==> src/alu_flow_pkg.sv <==
package alu_flow_pkg;

    // Result slots the consumer holds
    localparam int CREDIT_MAX = 4;

    // Must reach CREDIT_MAX itself, not just CREDIT_MAX-1
    typedef logic [$clog2(CREDIT_MAX + 1) - 1:0] credit_t;

endpackage

==> src/pic_alu_pkg.sv <==
package pic_alu_pkg;

    typedef logic [7:0] byte_t;     // W, file operand, literal, result
    typedef logic [6:0] opcode_t;
    typedef logic [2:0] bit_idx_t;  // BCF/BSF bit position
    typedef logic [2:0] status_t;   // C, DC, Z

    localparam int STATUS_C  = 0;
    localparam int STATUS_DC = 1;
    localparam int STATUS_Z  = 2;

    localparam int NIBBLE_W = 4;  // DC boundary and SWAPF unit

    typedef enum logic [4:0] {
        OP_NOP,
        OP_MOVWF,
        OP_CLR,
        OP_SUB,
        OP_DEC,
        OP_IOR,
        OP_AND,
        OP_XOR,
        OP_ADD,
        OP_MOV,
        OP_COM,
        OP_INC,
        OP_RRF,
        OP_RLF,
        OP_SWAP,
        OP_BCF,
        OP_BSF
    } alu_op_e;

    // Fixed codes
    localparam opcode_t OPC_NOP   = 7'b0000000;
    localparam opcode_t OPC_MOVWF = 7'b0000001;
    localparam opcode_t OPC_CLRW  = 7'b0000010;
    localparam opcode_t OPC_CLRF  = 7'b0000011;

    // Byte ops, bit 0 selects the destination
    localparam opcode_t OPC_SUBWF = 7'b0000100;
    localparam opcode_t OPC_DECF  = 7'b0000110;
    localparam opcode_t OPC_IORWF = 7'b0001000;
    localparam opcode_t OPC_ANDWF = 7'b0001010;
    localparam opcode_t OPC_XORWF = 7'b0001100;
    localparam opcode_t OPC_ADDWF = 7'b0001110;
    localparam opcode_t OPC_MOVF  = 7'b0010000;
    localparam opcode_t OPC_COMF  = 7'b0010010;
    localparam opcode_t OPC_INCF  = 7'b0010100;
    localparam opcode_t OPC_RRF   = 7'b0011000;
    localparam opcode_t OPC_RLF   = 7'b0011010;
    localparam opcode_t OPC_SWAPF = 7'b0011100;

    // Bit ops, opcode[6:3], low three bits are the bit index
    localparam logic [3:0] OPC_BCF_BASE = 4'b0100;
    localparam logic [3:0] OPC_BSF_BASE = 4'b0101;

    // Literal ops, low bits are don't care
    localparam logic [3:0] OPC_MOVLW_PFX = 4'b1100;    // opcode[6:3]
    localparam logic [5:0] OPC_IORLW_PFX = 6'b111000;  // opcode[6:1]
    localparam logic [5:0] OPC_ANDLW_PFX = 6'b111001;
    localparam logic [5:0] OPC_XORLW_PFX = 6'b111010;
    localparam logic [4:0] OPC_SUBLW_PFX = 5'b11110;   // opcode[6:2]
    localparam logic [4:0] OPC_ADDLW_PFX = 5'b11111;

endpackage

==> src/alu_arith.sv <==
`timescale 1ns/10ps

module alu_arith (
    input  pic_alu_pkg::alu_op_e op,
    input  pic_alu_pkg::byte_t   w,
    input  pic_alu_pkg::byte_t   operand,
    output pic_alu_pkg::byte_t   sum,
    output logic                 carry,
    output logic                 digit_carry
);
    import pic_alu_pkg::*;

    byte_t               addend;
    logic                cin;
    logic [8:0]          full_sum;
    logic [NIBBLE_W:0]   low_sum;

    always_comb begin
        addend = w;
        cin    = 1'b0;
        case (op)
            OP_SUB: begin
                addend = ~w;       // operand - W as two's complement add
                cin    = 1'b1;
            end
            OP_INC: begin
                addend = '0;
                cin    = 1'b1;
            end
            OP_DEC: addend = '1;
            default: addend = w;   // ADD
        endcase
    end

    assign full_sum = {1'b0, operand} + {1'b0, addend} + 9'(cin);
    // Low nibble alone gives the carry out of bit 3
    assign low_sum = {1'b0, operand[NIBBLE_W-1:0]} + {1'b0, addend[NIBBLE_W-1:0]}
                   + (NIBBLE_W + 1)'(cin);

    assign sum         = full_sum[7:0];
    assign carry       = full_sum[8];        // No-borrow for subtract
    assign digit_carry = low_sum[NIBBLE_W];

endmodule

==> src/alu_core.sv <==
`timescale 1ns/10ps

module alu_core (
    input  logic                 clk,
    input  logic                 rst,
    input  logic                 in_valid,
    output logic                 in_ready,
    input  pic_alu_pkg::opcode_t in_opcode,
    input  pic_alu_pkg::byte_t   in_file,
    input  pic_alu_pkg::byte_t   in_literal,
    output logic                 res_valid,
    output pic_alu_pkg::byte_t   res_data,
    output logic                 res_to_f,
    output pic_alu_pkg::status_t res_status,
    input  logic                 credit_return
);

    logic                  accept;
    logic                  dec_valid;
    pic_alu_pkg::alu_op_e  dec_op;
    logic                  dec_to_f;
    pic_alu_pkg::bit_idx_t dec_bit;
    pic_alu_pkg::byte_t    dec_operand;

    assign accept = in_valid && in_ready;  // Slot already reserved at the gate

    alu_credit_gate u_credit_gate (
        .clk           (clk),
        .rst           (rst),
        .in_valid      (in_valid),
        .credit_return (credit_return),
        .in_ready      (in_ready)
    );

    alu_decode u_decode (
        .clk         (clk),
        .rst         (rst),
        .in_valid    (accept),
        .in_opcode   (in_opcode),
        .in_file     (in_file),
        .in_literal  (in_literal),
        .dec_valid   (dec_valid),
        .dec_op      (dec_op),
        .dec_to_f    (dec_to_f),
        .dec_bit     (dec_bit),
        .dec_operand (dec_operand)
    );

    alu_execute u_execute (
        .clk         (clk),
        .rst         (rst),
        .dec_valid   (dec_valid),
        .dec_op      (dec_op),
        .dec_to_f    (dec_to_f),
        .dec_bit     (dec_bit),
        .dec_operand (dec_operand),
        .res_valid   (res_valid),
        .res_data    (res_data),
        .res_to_f    (res_to_f),
        .res_status  (res_status)
    );

endmodule

==> src/alu_credit_gate.sv <==
`timescale 1ns/10ps

module alu_credit_gate (
    input  logic clk,
    input  logic rst,
    input  logic in_valid,
    input  logic credit_return,
    output logic in_ready
);
    import alu_flow_pkg::*;

    credit_t credits;   // Free result slots
    logic    take;

    assign take     = in_valid && in_ready;
    assign in_ready = (credits != '0);

    always_ff @(posedge clk) begin
        if (rst) begin
            credits <= credit_t'(CREDIT_MAX);
        end else if (take && !credit_return) begin
            credits <= credits - 1'b1;
        end else if (!take && credit_return) begin
            credits <= credits + 1'b1;
        end
    end

    a_credit_bound: assert property (@(posedge clk) disable iff (rst)
        credits <= credit_t'(CREDIT_MAX));
    a_no_extra_return: assert property (@(posedge clk) disable iff (rst)
        credit_return |-> credits != credit_t'(CREDIT_MAX));

endmodule

==> src/alu_decode.sv <==
`timescale 1ns/10ps

module alu_decode (
    input  logic                  clk,
    input  logic                  rst,
    input  logic                  in_valid,   // Acceptance strobe from the top
    input  pic_alu_pkg::opcode_t  in_opcode,
    input  pic_alu_pkg::byte_t    in_file,
    input  pic_alu_pkg::byte_t    in_literal,
    output logic                  dec_valid,
    output pic_alu_pkg::alu_op_e  dec_op,
    output logic                  dec_to_f,
    output pic_alu_pkg::bit_idx_t dec_bit,
    output pic_alu_pkg::byte_t    dec_operand
);
    import pic_alu_pkg::*;

    alu_op_e op_next;
    logic    to_f_next;
    logic    use_literal;
    opcode_t byte_key;

    assign byte_key = {in_opcode[6:1], 1'b0};  // Destination bit masked

    always_comb begin
        op_next     = OP_NOP;
        to_f_next   = 1'b0;
        use_literal = 1'b0;
        if (in_opcode == OPC_MOVWF) begin
            op_next   = OP_MOVWF;
            to_f_next = 1'b1;
        end else if (in_opcode == OPC_CLRW || in_opcode == OPC_CLRF) begin
            op_next   = OP_CLR;
            to_f_next = in_opcode[0];
        end else if (in_opcode[6:3] == OPC_BCF_BASE || in_opcode[6:3] == OPC_BSF_BASE) begin
            op_next   = (in_opcode[6:3] == OPC_BSF_BASE) ? OP_BSF : OP_BCF;
            to_f_next = 1'b1;                  // Bit ops always write the file
        end else if (in_opcode[6] && in_opcode[5]) begin
            use_literal = 1'b1;                // Literal ops only write W
            if (in_opcode[6:3] == OPC_MOVLW_PFX) op_next = OP_MOV;
            else if (in_opcode[6:1] == OPC_IORLW_PFX) op_next = OP_IOR;
            else if (in_opcode[6:1] == OPC_ANDLW_PFX) op_next = OP_AND;
            else if (in_opcode[6:1] == OPC_XORLW_PFX) op_next = OP_XOR;
            else if (in_opcode[6:2] == OPC_SUBLW_PFX) op_next = OP_SUB;
            else if (in_opcode[6:2] == OPC_ADDLW_PFX) op_next = OP_ADD;
        end else begin
            to_f_next = in_opcode[0];
            case (byte_key)
                OPC_SUBWF: op_next = OP_SUB;
                OPC_DECF:  op_next = OP_DEC;
                OPC_IORWF: op_next = OP_IOR;
                OPC_ANDWF: op_next = OP_AND;
                OPC_XORWF: op_next = OP_XOR;
                OPC_ADDWF: op_next = OP_ADD;
                OPC_MOVF:  op_next = OP_MOV;
                OPC_COMF:  op_next = OP_COM;
                OPC_INCF:  op_next = OP_INC;
                OPC_RRF:   op_next = OP_RRF;
                OPC_RLF:   op_next = OP_RLF;
                OPC_SWAPF: op_next = OP_SWAP;
                default:   to_f_next = 1'b0;   // NOP and undefined run on W
            endcase
        end
    end

    always_ff @(posedge clk) begin
        if (rst) begin
            dec_valid <= 1'b0;
        end else begin
            dec_valid <= in_valid;
        end
    end

    always_ff @(posedge clk) begin
        if (in_valid) begin
            dec_op      <= op_next;
            dec_to_f    <= to_f_next;
            dec_bit     <= in_opcode[2:0];
            dec_operand <= use_literal ? in_literal : in_file;
        end
    end

    a_op_known: assert property (@(posedge clk) disable iff (rst)
        dec_valid |-> !$isunknown(dec_op));

endmodule

==> src/alu_execute.sv <==
`timescale 1ns/10ps

module alu_execute (
    input  logic                  clk,
    input  logic                  rst,
    input  logic                  dec_valid,
    input  pic_alu_pkg::alu_op_e  dec_op,
    input  logic                  dec_to_f,
    input  pic_alu_pkg::bit_idx_t dec_bit,
    input  pic_alu_pkg::byte_t    dec_operand,
    output logic                  res_valid,
    output pic_alu_pkg::byte_t    res_data,
    output logic                  res_to_f,
    output pic_alu_pkg::status_t  res_status
);
    import pic_alu_pkg::*;

    byte_t   w_q;
    status_t status_q;
    status_t status_next;
    byte_t   arith_sum;
    logic    arith_c;
    logic    arith_dc;
    byte_t   logic_res;
    logic    logic_c;
    logic    is_arith;
    byte_t   result;

    alu_arith u_arith (
        .op          (dec_op),
        .w           (w_q),
        .operand     (dec_operand),
        .sum         (arith_sum),
        .carry       (arith_c),
        .digit_carry (arith_dc)
    );

    alu_logic u_logic (
        .op        (dec_op),
        .w         (w_q),
        .operand   (dec_operand),
        .bit_sel   (dec_bit),
        .carry_in  (status_q[STATUS_C]),
        .result    (logic_res),
        .carry_out (logic_c)
    );

    assign is_arith = (dec_op inside {OP_ADD, OP_SUB, OP_INC, OP_DEC});
    assign result   = is_arith ? arith_sum : logic_res;

    always_comb begin
        status_next = status_q;  // Flags hold unless the op owns them
        case (dec_op)
            OP_ADD, OP_SUB: begin
                status_next[STATUS_C]  = arith_c;
                status_next[STATUS_DC] = arith_dc;
                status_next[STATUS_Z]  = (result == '0);
            end
            OP_INC, OP_DEC, OP_AND, OP_IOR, OP_XOR, OP_COM, OP_MOV, OP_CLR:
                status_next[STATUS_Z] = (result == '0);
            OP_RLF, OP_RRF: status_next[STATUS_C] = logic_c;
            default: status_next = status_q;
        endcase
    end

    always_ff @(posedge clk) begin
        if (rst) begin
            w_q       <= '0;
            status_q  <= '0;
            res_valid <= 1'b0;
        end else begin
            res_valid <= dec_valid;
            if (dec_valid) begin
                status_q <= status_next;
                if (!dec_to_f) begin
                    w_q <= result;  // W destination
                end
            end
        end
    end

    always_ff @(posedge clk) begin
        if (dec_valid) begin
            res_data <= result;
            res_to_f <= dec_to_f;
        end
    end

    assign res_status = status_q;  // Already the post-instruction flags

    a_res_follows: assert property (@(posedge clk) disable iff (rst)
        dec_valid |=> res_valid);

endmodule

==> src/alu_logic.sv <==
`timescale 1ns/10ps

module alu_logic (
    input  pic_alu_pkg::alu_op_e  op,
    input  pic_alu_pkg::byte_t    w,
    input  pic_alu_pkg::byte_t    operand,
    input  pic_alu_pkg::bit_idx_t bit_sel,
    input  logic                  carry_in,
    output pic_alu_pkg::byte_t    result,
    output logic                  carry_out
);
    import pic_alu_pkg::*;

    always_comb begin
        result    = operand;
        carry_out = carry_in;   // Only the rotates move C
        case (op)
            OP_AND:  result = w & operand;
            OP_IOR:  result = w | operand;
            OP_XOR:  result = w ^ operand;
            OP_COM:  result = ~operand;
            OP_MOV:  result = operand;
            OP_CLR:  result = '0;
            OP_SWAP: result = {operand[NIBBLE_W-1:0], operand[7:NIBBLE_W]};
            OP_RLF: begin
                result    = {operand[6:0], carry_in};
                carry_out = operand[7];
            end
            OP_RRF: begin
                result    = {carry_in, operand[7:1]};
                carry_out = operand[0];
            end
            OP_BCF:  result[bit_sel] = 1'b0;
            OP_BSF:  result[bit_sel] = 1'b1;
            // NOP and MOVWF report W, arith ops are taken from alu_arith
            default: result = w;
        endcase
    end

endmodule

==> config.mk <==
export PLATFORM = sky130hd
export DESIGN_NAME = alu_core
export DESIGN_NICKNAME = d
export VERILOG_FILES = /design/src/alu_flow_pkg.sv /design/src/pic_alu_pkg.sv /design/src/alu_arith.sv /design/src/alu_core.sv /design/src/alu_credit_gate.sv /design/src/alu_decode.sv /design/src/alu_execute.sv /design/src/alu_logic.sv
export SDC_FILE = /design/constraint.sdc
export NUM_CORES = 1
export LEC_CHECK = 0
export BUFFER_PORTS_ARGS = -buffer_cell sky130_fd_sc_hd__buf_4
export CORE_MARGIN = 5
export CORE_UTILIZATION = 54
export CTS_CLUSTER_DIAMETER = 50
export DETAILED_ROUTE_END_ITERATION = 8
export PLACE_DENSITY = 0.77
export SLEW_MARGIN = 15
export SYNTH_ARGS = -nofsm -noshare
export SYNTH_HDL_FRONTEND = slang
export SYNTH_HIERARCHICAL = 1
export SYNTH_SLANG_ARGS = --single-unit
==> constraint.sdc <==
create_clock -name clk -period 3.2 [get_ports clk]
set_input_delay 0 -clock clk [delete_from_list [all_inputs] [get_ports clk]]
set_output_delay 0 -clock clk [all_outputs]
set_load 0.05 [all_outputs]
==> flow_metrics.env, run 1 <==
export IMPL_drt_initial_drc_count=483
export IMPL_fin_nets=507
export IMPL_cp_max_fo=5
export IMPL_die_w_um=93.3
export IMPL_dieArea_um2=8710
export IMPL_avgSynthCellArea_um2=8.97
export IMPL_violations="negative hold slack, negative setup slack"
export IMPL_antenna_left=0
export IMPL_start_util_pct=55.2
export IMPL_grt_pass1_wl_mm=16.7
export IMPL_netlist_area_leader_share_pct=20.8
export IMPL_critPathLaunchType="flip-flop"
export IMPL_final_util_pct=64.3
export IMPL_n_antenna_cell=0
export IMPL_wire_per_inst_um=18.8
export IMPL_dieHeight_um=93.3
export IMPL_max_freq_mhz=310
export IMPL_drive_above_1_share_pct=22.3
export IMPL_reg2reg_depth=14
export IMPL_cp_cell_sequence="nand3b_4, or2_1, a22o_1, fa_2, inv_2, fa_2, nor2b_4, o21ai_2, nand2b_4, a311oi_2, xnor2_1, buf_4, mux2_4, o31a_1"
export IMPL_cp_required_ps=3410
export IMPL_ioPinCount=41
export IMPL_hold_viol_final=1
export IMPL_power_per_cell_area_nw_per_um2=445
export IMPL_status="finished, violations left"
export IMPL_ys_warn_count=6
export IMPL_cts_tree="yes"
export IMPL_max_stage_delay_ps=500
export IMPL_min_path_type="primary input to flip-flop"
export IMPL_report_final_slew_viol_count=0
export IMPL_worst_slew_pin_transition_ps=798
export IMPL_fin_crit_ps=3220
export IMPL_vdd_ir_drop_max_mv=0.288
export IMPL_place_ws_ps=62.3
export IMPL_dp_final_hpwl_mm=7.54
export IMPL_syn_to_final_growth_pct=16.4
export IMPL_syn_instance_count=418
export IMPL_synthesis_nets=456
export IMPL_clock_latency_ps=310
export IMPL_synth_enable_flop_cells=26
export IMPL_final_setup_worst_slack_ps=-22.7
export IMPL_vias_per_cell=6.37
export IMPL_grt_setup_unrepaired="true"
export IMPL_ys_flop_type="edfxtp_1"
export IMPL_setup_viol_count_final=2
export IMPL_cap_violations=0
export IMPL_synth_area_leaders="edfxtp_1 21%, dfxtp_1 8.5%, nor2_1 5.1%, mux2i_1 3.7%, mux2_4 3.2%"
export IMPL_clock_skew_ps=10.2
export IMPL_numCtsBuffers=5
export IMPL_synth_top_area_cell="edfxtp_1"
export IMPL_antenna_found_initial=0
export IMPL_synth_area_um2=3750
export IMPL_grt_use_total_pct=24.1
export IMPL_grt_max_degree=34
export IMPL_vias=3606
export IMPL_cts_max_path_buffers=2
export IMPL_numPortBuffers=40
export IMPL_cts_max_level=2
export IMPL_drc=0
export IMPL_critPathMostFrequentCell="fa_2"
export IMPL_relSlewSlack_pct=46.8
export IMPL_p_leak_nw=1.74
export IMPL_path_class="flip-flop to flip-flop"
export IMPL_grt_pass1_vias=3388
export IMPL_cts_sinks=42
export IMPL_cp_slowest_cell="edfxtp_1"
export IMPL_async_flop_share_pct=0
export IMPL_num_rows=30
export IMPL_synthDistinctLibCells=80
export IMPL_routabilityCongestion=0.962
export IMPL_yosys_register_bits=42
export IMPL_post_place_cells=545
export IMPL_layout_common_cells="58 x buf_4, 51 x nor2_1, 26 x edfxtp_1"
export IMPL_cts_root_buf="clkbuf_8"
export IMPL_yosysSeqAreaShare_pct=29.4
export IMPL_min_delay_path_depth=2
export IMPL_clk_pin_slew_ps=90
export IMPL_cp_end_kind="flip-flop"
export IMPL_routed_wl_mm=10.6
export IMPL_holdWs_ps=-0.502
export IMPL_place_area_um2=4140
export IMPL_critPathArrivalTime_ps=3430
export IMPL_core_area_um2=6790
export IMPL_fin_area_um2=4370
export IMPL_post_route_period_util_pct=101
export IMPL_fin_cells=566
export IMPL_layout_commonest_cell="buf_4"
export IMPL_fillCellCount=562
export IMPL_first_pass_iters=5
export IMPL_grt_overflow_total=0
[sequential cells by signal (all words and copies together) (netlist names)]
register	flops
u_decode/dec_valid	1
u_credit_gate/credits	3
u_execute/w_q	8
u_decode/dec_bit	3
u_decode/dec_to_f	1
u_decode/dec_op	5
u_execute/res_status	3
u_decode/dec_operand	8
u_execute/res_valid	1
u_execute/res_data	8
u_execute/res_to_f	1
[cell type report]
type / instances / area, um2 / share of cell area (%)
Clock buffer: 5 / 68.8 / 1.58
Clock inverter: 3 / 22.5 / 0.516
Inverter: 14 / 52.6 / 1.20
Multi-Input combinational cell: 339 / 2480 / 56.7
Sequential cell: 42 / 1100 / 25.2
Tap cell: 96 / 120 / 2.75
Timing Repair Buffer: 67 / 526 / 12.0
[what timing repair did]
item	in CTS	in global routing
hold buffers	8	1
buffers inserted	0	3
endpoints found under the hold margin	6	1
endpoints found under the setup margin	0	2
gates resized for setup	0	5
[kinds of logic (layout without fill, tap and decap cells)]
group / count (synthesis) / in the layout / synth area share, %
adder cells (fa/ha/maj): 11 / 11 / 4.27
AND/OR/NAND/NOR: 162 / 163 / 25.1
XOR/XNOR: 13 / 13 / 3.04
multiplexers: 32 / 32 / 9.94
buffers and inverters: 38 / 89 / 5.21
flip-flops: 42 / 42 / 29.4
AO/OA/AOI/OAI: 120 / 120 / 23.1
[final timing paths]
| check | startpoint | endpoint | slack [ps] |
|---|---|---|---|
| worst max-delay path | u_decode/dec_op[0] | u_execute/w_q[6] | -20 |
| worst min-delay path | in_file[1] | u_decode/dec_operand[1] | -0.5 |
| worst max register to register | u_decode/dec_op[0] | u_execute/w_q[6] | -20 |
| worst min register to register | u_credit_gate/credits[1] | u_credit_gate/credits[1] | 520 |
[cells in the mapped netlist (all sizes together), types with 4 or more instances]
cell	number
buf	13
a31oi	8
nor2b	11
nand2b	8
mux2i	14
and3b	4
a211o	5
o21ai	25
o31a	8
xor2	7
ha	8
and3	5
nand2	21
dfxtp	16
o22ai	5
nor3	8
a22o	8
nor4	4
a21oi	24
a21o	4
clkbuf	11
nand3	8
edfxtp	26
inv	13
mux2	18
nand3b	8
a211oi	4
xnor2	6
nor3b	7
and2	4
nor2	53
or3b	4
[report_power, final]
| group | leakage (nW) | internal [W] | switching, W |
|---|---|---|---|
| Sequential | 0.384 | 0.000651 | 0.0000868 |
| Combinational | 1.31 | 0.000372 | 0.000472 |
| Clock | 0.0451 | 0.000157 | 0.000206 |
[routing by layer]
metal | wire length (um) | global-route usage, %
met2 | 5080 | 38.9
met1 | 4320 | 32.0
met4 | 296 | 10.5
met3 | 934 | 3.54
met5 | 0 | 0
[per-stage QoR]
stage	power, W	setup TNS (ps)
floorplan	0.00133	0
global placement	0.00152	0
detailed placement	0.00154	0
CTS	0.00190	0
global route	0.00204	-342
finish	0.00194	-30.4
[worst max-delay path, delay by kind of cell, from the launching register on]
kind / cells / cell delay (ps)
fa+ha+maj: 2 / 590
compound gates: 4 / 930
mux: 1 / 260
buf+inv: 2 / 210
xor+xnor: 1 / 150
simple gates: 4 / 480
flops: 1 / 500
No activity file was read; power rests on OpenSTA's default activity.
==> inputs of run 2 (changes only) <==
--- a/config.mk
+++ b/config.mk
@@ -5,6 +5,7 @@
 export SDC_FILE = /design/constraint.sdc
 export NUM_CORES = 1
 export LEC_CHECK = 0
+export ABC_AREA = 1
 export BUFFER_PORTS_ARGS = -buffer_cell sky130_fd_sc_hd__buf_4
 export CORE_MARGIN = 5
 export CORE_UTILIZATION = 54
==> run 2 against run 1 <==
  * The run now ends clean
  * Maximum frequency is 13% higher
  * Sequential share of layout area is 1.4 points lower
  * Hold slack better by 81 ps
  * Utilization is 0.44 points higher
  * Clock skew is 3.1 ps higher
  * Power is 7.8% lower
  * Global-route usage is 2.4 points higher
  * Wire length is 6.2% higher
  * Register-to-register slack better by 370 ps
  * Cell area is 5.8% higher
  * Synthesized cell count is 50% higher
==> flow_metrics.env, run 2 <==
export IMPL_cap_violations=0
export IMPL_power_per_cell_area_nw_per_um2=388
export IMPL_min_path_type="primary input to flip-flop"
export IMPL_drc=0
export IMPL_synth_top_area_cell="nand2_1"
export IMPL_top_regs="u_decode/dec_operand x8, u_execute/res_data x8, u_execute/w_q x8"
export IMPL_cts_max_level=2
export IMPL_antenna_found_initial=0
export IMPL_grt_setup_unrepaired="false"
export IMPL_path_class="flip-flop to flip-flop"
export IMPL_ioPinCount=41
export IMPL_synthMostInstantiatedCell="nand2_1"
export IMPL_async_flop_share_pct=0
export IMPL_reg2reg_depth=16
export IMPL_cts_sinks=42
export IMPL_yosys_register_bits=42
export IMPL_p_leak_nw=2.37
export IMPL_drt_initial_drc_count=353
export IMPL_grt_use_total_pct=26.6
export IMPL_vias=4257
export IMPL_avgSynthCellArea_um2=6.18
export IMPL_clock_skew_ps=13.3
export IMPL_syn_to_final_growth_pct=18.9
export IMPL_max_stage_delay_ps=560
export IMPL_fin_nets=734
export IMPL_drive_above_1_share_pct=14.3
export IMPL_grt_pass1_wl_mm=18.9
export IMPL_r2r_slack_ps=340
export IMPL_place_area_um2=4290
export IMPL_layout_common_cells="223 x nand2_1, 99 x inv_1, 80 x nand3_1"
export IMPL_totalPowerFinal_w=0.00179
export IMPL_synthDistinctLibCells=40
export IMPL_start_util_pct=54.4
export IMPL_crit_start="u_decode/dec_op[1]"
export IMPL_syn_instance_count=629
export IMPL_multi_input_area_um2=2330
export IMPL_synthesis_nets=667
export IMPL_grt_pass1_vias=4122
export IMPL_routed_wl_mm=11.3
export IMPL_post_route_period_util_pct=89.3
export IMPL_fillCellCount=696
export IMPL_fin_crit_ps=2860
export IMPL_num_rows=31
export IMPL_numPortBuffers=40
export IMPL_synth_common_cells="223 x nand2_1, 99 x inv_1, 80 x nand3_1"
export IMPL_cts_resized=0
export IMPL_status="finished clean"
export IMPL_seq_area_um2=1100
export IMPL_yosysSeqAreaShare_pct=28.3
export IMPL_dp_final_hpwl_mm=8.64
export IMPL_synth_area_leaders="nand2_1 22%, edfxtp_1 20%, nand3_1 10%, inv_1 9.6%, dfxtp_1 8.2%"
export IMPL_relSlewSlack_pct=56.2
export IMPL_cp_cell_sequence="nor3_1, nand3_2, nand3_1, fa_1, inv_1, fa_1, inv_1, nand2_1, nand3_1, xor2_1, nand3b_1, nand2_2, nand2_1, nor2_1, nand3_1, a21oi_2"
export IMPL_hold_viol_final=0
export IMPL_critPathLaunchType="flip-flop"
export IMPL_cts_tree="yes"
export IMPL_worst_slew_pin_transition_ps=657
export IMPL_core_area_um2=7140
export IMPL_grt_max_degree=19
export IMPL_routabilityCongestion=0.976
export IMPL_wire_per_inst_um=14.2
export IMPL_dieArea_um2=8990
export IMPL_cts_max_path_buffers=2
export IMPL_vias_per_cell=5.35
export IMPL_setup_viol_count_final=0
export IMPL_critPathMostFrequentCell="nand3_1"
export IMPL_layout_commonest_cell="nand2_1"
export IMPL_clock_latency_ps=310
export IMPL_max_freq_mhz=350
export IMPL_ys_warn_count=6
export IMPL_cp_max_fo=11
export IMPL_netlist_area_leader_share_pct=21.5
export IMPL_fin_area_um2=4620
export IMPL_reg2reg_from="u_decode/dec_op[1]"
export IMPL_cp_required_ps=3450
export IMPL_report_final_slew_viol_count=0
export IMPL_cp_end_kind="flip-flop"
export IMPL_numCtsBuffers=5
export IMPL_vdd_ir_drop_max_mv=0.250
export IMPL_fin_tns_setup_ps=0
export IMPL_n_antenna_cell=0
export IMPL_antenna_left=0
export IMPL_cts_root_buf="clkbuf_8"
export IMPL_dieHeight_um=94.8
export IMPL_synth_enable_flop_cells=26
export IMPL_grt_overflow_total=0
export IMPL_die_w_um=94.8
export IMPL_r2r_end="u_execute/res_status[2]"
export IMPL_crit_path_end="u_execute/res_status[2]"
export IMPL_clk_pin_slew_ps=90
export IMPL_synth_area_um2=3880
export IMPL_ys_flop_type="edfxtp_1"
export IMPL_cp_slowest_cell="edfxtp_1"
export IMPL_first_pass_iters=5
export IMPL_critPathArrivalTime_ps=3110
==> run 2: changes by cell type after synthesis, sizes merged, moves of 10 or more <==
cell and delta:
nand2 +211, inv +98, nand3 +77, mux2 -17, mux2i -14, nor2b -11
nand4 +10
==> run 2: worst min-delay path by stage <==
| stage | from | to | slack [ps] | depth (start not counted) |
|---|---|---|---|---|
| 2_1_floorplan | rst | u_decode/dec_valid | 70 | 1 |
| 4_1_cts | in_opcode[3] | u_decode/dec_op[2] | 80 | 3 |
| 5_1_grt | in_opcode[3] | u_decode/dec_op[2] | 90 | 3 |
| 6_report | in_opcode[3] | u_decode/dec_op[2] | 80 | 3 |
| 3_5_place_dp | in_opcode[0] | u_decode/dec_bit[0] | 210 | 1 |
| 3_3_place_gp | in_opcode[0] | u_decode/dec_bit[0] | 210 | 1 |
==> run 2: logic make-up (layout without fill, tap and decap cells) <==
group,count (synthesis),after routing,share of synthesized area (%)
and+or+nand+nor,403,403,47.1
AOI/OAI and AO/OA,46,46,6.76
buffers and inverters,118,186,11.6
xor gates and xnor gates,8,8,1.80
muxes,1,1,0.290
DFF,42,42,28.3
adders and majority gates,11,11,4.12
==> run 2: per-stage QoR <==
step	hold slack, ps	instances	setup slack [ps]	utilization, %
floorplan	72.4	629	555	-
global placement	208	764	401	60.2
detailed placement	212	764	298	60.2
CTS	75.8	792	288	64.3
global route	88.6	796	9.22	64.7
finish	80.8	796	343	64.7
==> run 2: what timing repair did <==
action                                  in CTS  in global routing
endpoints found under the setup margin       0                  1
hold buffers                                20                  0
buffers inserted                             0                  4
hold endpoints to repair                    16                  0
==> run 2: per-layer routing <==
layer,wire (um),track usage [%]
met5,0,0
met4,404,12.1
met3,711,4.06
met2,5470,45.8
met1,4700,32.4
==> run 2: critical path: cells and delay by family, from the launching register on <==
| family | cells | cell delay (ps) |
|---|---|---|
| AND/OR/NAND/NOR | 10 | 1300 |
| flip-flops | 1 | 560 |
| AO/OA/AOI/OAI | 1 | 120 |
| XOR/XNOR | 1 | 80 |
| adder cells (fa/ha/maj) | 2 | 600 |
| buffers and inverters | 2 | 160 |
==> run 2: area by class of cell <==
cell class              count  share of cell area, %
clock buffers               5                   1.49
clock inverters             3                  0.542
inverters                 112                   9.10
multi-input cells         469                   50.5
flip-flops and latches     42                   23.8
well taps                  99                   2.68
repair buffers             66                   11.8
==> run 2: power breakdown <==
group	switching (W)	leakage, nW	internal, W
clock	0.000202	0.0447	0.000158
sequential	0.0000767	0.385	0.000641
combinational	0.000456	1.94	0.000260
total	0.000735	2.37	0.00106
==> inputs of run 3 (changes only) <==
--- a/config.mk
+++ b/config.mk
@@ -15,5 +15,5 @@
 export SLEW_MARGIN = 15
 export SYNTH_ARGS = -nofsm -noshare
 export SYNTH_HDL_FRONTEND = slang
-export SYNTH_HIERARCHICAL = 1
 export SYNTH_SLANG_ARGS = --single-unit
+export TNS_END_PERCENT = 10
==> run 3 against run 2 <==
  * Setup slack lost 120 ps
  * Die area shrank 4.5%
  * Synthesized area shrank 5.0%
  * Global-route usage grew 0.67 points
  * Clock power grew 5.8%
  * Via count shrank 0.99%
  * Critical endpoint is now u_execute.res_status[2]
==> flow_metrics.env, run 3 <==
export IMPL_status="finished clean"
export IMPL_synthMostInstantiatedCell="nand2_1"
export IMPL_ys_warn_count=0
export IMPL_clock_latency_ps=290
export IMPL_wire_per_inst_um=15.5
export IMPL_totalPowerFinal_w=0.00184
export IMPL_clock_skew_ps=11.4
export IMPL_numCtsBuffers=5
export IMPL_synth_area_um2=3690
export IMPL_holdWs_ps=0.853
export IMPL_routabilityCongestion=1.10
export IMPL_worst_slew_pin_transition_ps=558
export IMPL_p_int_w=0.00110
export IMPL_netlist_area_leader_share_pct=21.2
export IMPL_seqPwrFrac_pct=39.0
export IMPL_grt_max_degree=18
export IMPL_min_path_type="primary input to flip-flop"
export IMPL_fin_nets=696
export IMPL_synth_common_cells="166 x nand2_1, 95 x inv_1, 73 x nor2_1"
export IMPL_setup_viol_count_final=0
export IMPL_first_pass_iters=6
export IMPL_power_per_cell_area_nw_per_um2=414
export IMPL_syn_to_final_growth_pct=20.6
export IMPL_switching_share_pct=40.1
export IMPL_grt_use_total_pct=27.2
export IMPL_top_layer="met4"
export IMPL_dieHeight_um=92.7
export IMPL_path_class="flip-flop to flip-flop"
export IMPL_max_freq_mhz=336
export IMPL_drc=0
export IMPL_cts_tree="yes"
export IMPL_ioPinCount=41
export IMPL_cts_max_level=2
export IMPL_num_rows=30
export IMPL_syn_instance_count=590
export IMPL_cap_violations=0
export IMPL_die_w_um=92.7
export IMPL_ys_flop_type="edfxtp_1"
export IMPL_yosys_register_bits=42
export IMPL_fin_area_um2=4450
export IMPL_layout_common_cells="166 x nand2_1, 94 x inv_1, 71 x nor2_1"
export IMPL_fin_crit_ps=2980
export IMPL_switching_power_w=0.000739
export IMPL_cts_max_path_buffers=2
export IMPL_layout_commonest_cell="nand2_1"
export IMPL_clk_pin_slew_ps=80
export IMPL_hold_viol_final=0
export IMPL_vias=4215
export IMPL_critPathLaunchType="flip-flop"
export IMPL_antenna_found_initial=0
export IMPL_n_antenna_cell=0
export IMPL_synth_top_area_cell="edfxtp_1"
export IMPL_avgSynthCellArea_um2=6.26
export IMPL_vdd_ir_drop_max_mv=0.229
export IMPL_power_frac_clock_pct=20.6
export IMPL_cts_sinks=42
export IMPL_synth_area_leaders="edfxtp_1 21%, nand2_1 17%, inv_1 9.7%, dfxtp_1 8.7%, nor2_1 7.4%"
export IMPL_report_final_slew_viol_count=0
export IMPL_max_stage_delay_ps=500
export IMPL_top_regs="u_decode.dec_operand x8, u_execute.res_data x8, u_execute.w_q x8"
export IMPL_synthesis_nets=628
export IMPL_drt_initial_drc_count=402
export IMPL_cp_required_ps=3430
export IMPL_wl_met3_mm=1.17
export IMPL_dp_final_hpwl_mm=8.71
export IMPL_relSlewSlack_pct=62.7
export IMPL_routed_wl_mm=11.5
export IMPL_synthDistinctLibCells=34
export IMPL_cts_root_buf="clkbuf_8"
export IMPL_start_util_pct=54.9
export IMPL_critPathArrivalTime_ps=3210
export IMPL_synth_enable_flop_cells=26
export IMPL_vias_per_cell=5.70
export IMPL_cp_cell_sequence="buf_4, nor2_4, nand3_2, o21ai_0, a21oi_1, fa_2, fa_1, inv_2, nand4_1, a31oi_2, nor2_1, nor2_2, nand2_1, nor2_1, nand3_1, a21oi_1"
export IMPL_grt_pass1_wl_mm=18.5
export IMPL_routed_wl_met2_mm=5.14
export IMPL_async_flop_share_pct=0
export IMPL_drive_above_1_share_pct=14.0
export IMPL_core_area_um2=6720
export IMPL_cp_end_kind="flip-flop"
export IMPL_p_leak_nw=2.29
export IMPL_fillCellCount=580
export IMPL_cp_max_fo=5
export IMPL_grt_pass1_vias=3794
export IMPL_antenna_left=0
export IMPL_drt_met1_wl_mm=4.61
export IMPL_yosysSeqAreaShare_pct=29.8
export IMPL_numPortBuffers=40
export IMPL_grt_overflow_total=0
export IMPL_post_route_period_util_pct=93.0
export IMPL_final_util_pct=66.3
export IMPL_place_area_um2=4080
export IMPL_dieArea_um2=8590
export IMPL_cp_slowest_cell="edfxtp_1"
export IMPL_comb_power_share_pct=40.3
## run 3: routing by layer
layer  track usage, %  vias up
met5                0        -
met4             12.5        0
met3             4.87       57
met2             43.9      258
met1             35.5     1856
li1                 -     2044
## run 3: kinds of logic (layout without fill, tap and decap cells)
group                      Yosys count  after routing  synth area share, %
AOI/OAI and AO/OA                   84             84                 12.4
DFF                                 42             42                 29.8
xor gates and xnor gates             6              6                 1.42
adders and majority gates           11             11                 4.34
buffers and inverters              109            178                 11.6
and+or+nand+nor                    338            338                 40.4
## run 3: worst paths after layout
| check | start | endpoint | slack (ps) | cells after the start |
|---|---|---|---|---|
| max reg2reg | u_decode.dec_op[3] | u_execute.res_status[2] | 220 | 16 |
| max | u_decode.dec_op[3] | u_execute.res_status[2] | 220 | 16 |
| min | in_file[2] | u_decode.dec_operand[2] | 0.9 | 3 |
| min reg2reg | u_credit_gate.credits[0] | u_credit_gate.credits[0] | 450 | 1 |
## run 3: layout make-up
cell class	count	area, um2	share of cell area [%]
clock buffer	7	97.6	2.19
tap	80	100	2.25
multi-input combinational	439	2200	49.4
clock inverter	1	7.51	0.169
sequential	42	1100	24.7
inverter	101	379	8.51
timing repair buffer	69	568	12.8
## run 3: critical path: cells and delay by family (launching register included)
kind	cells	cell delay, ps
buffers and inverters	2	290
AND/OR/NAND/NOR	8	810
flip-flops	1	500
AO/OA/AOI/OAI	4	550
adder cells (fa/ha/maj)	2	790
## run 3: repair_timing
item,in CTS,in global routing
endpoints found under the hold margin,14,0
setup buffers,0,4
resized for setup,0,11
hold buffers,20,0
setup endpoints to repair,0,9
## run 3: through the flow
stage | setup WS, ps | cells | setup TNS [ps]
3_5_place_dp | 59.7 | 707 | 0
4_1_cts | 52.9 | 735 | 0
3_3_place_gp | 233 | 707 | 0
2_1_floorplan | 293 | 590 | 0
5_1_grt | -41.4 | 739 | -41.4
6_report | 224 | 739 | 0
## run 3: power by group through the flow
stage | combinational (W) | clock [W] | sequential [W]
3_5_place_dp | 0.000680 | 0 | 0.000728
3_3_place_gp | 0.000672 | 0 | 0.000726
2_1_floorplan | 0.000447 | 0 | 0.000755
4_1_cts | 0.000704 | 0.000389 | 0.000716
6_report | 0.000744 | 0.000381 | 0.000720
5_1_grt | 0.000823 | 0.000410 | 0.000725
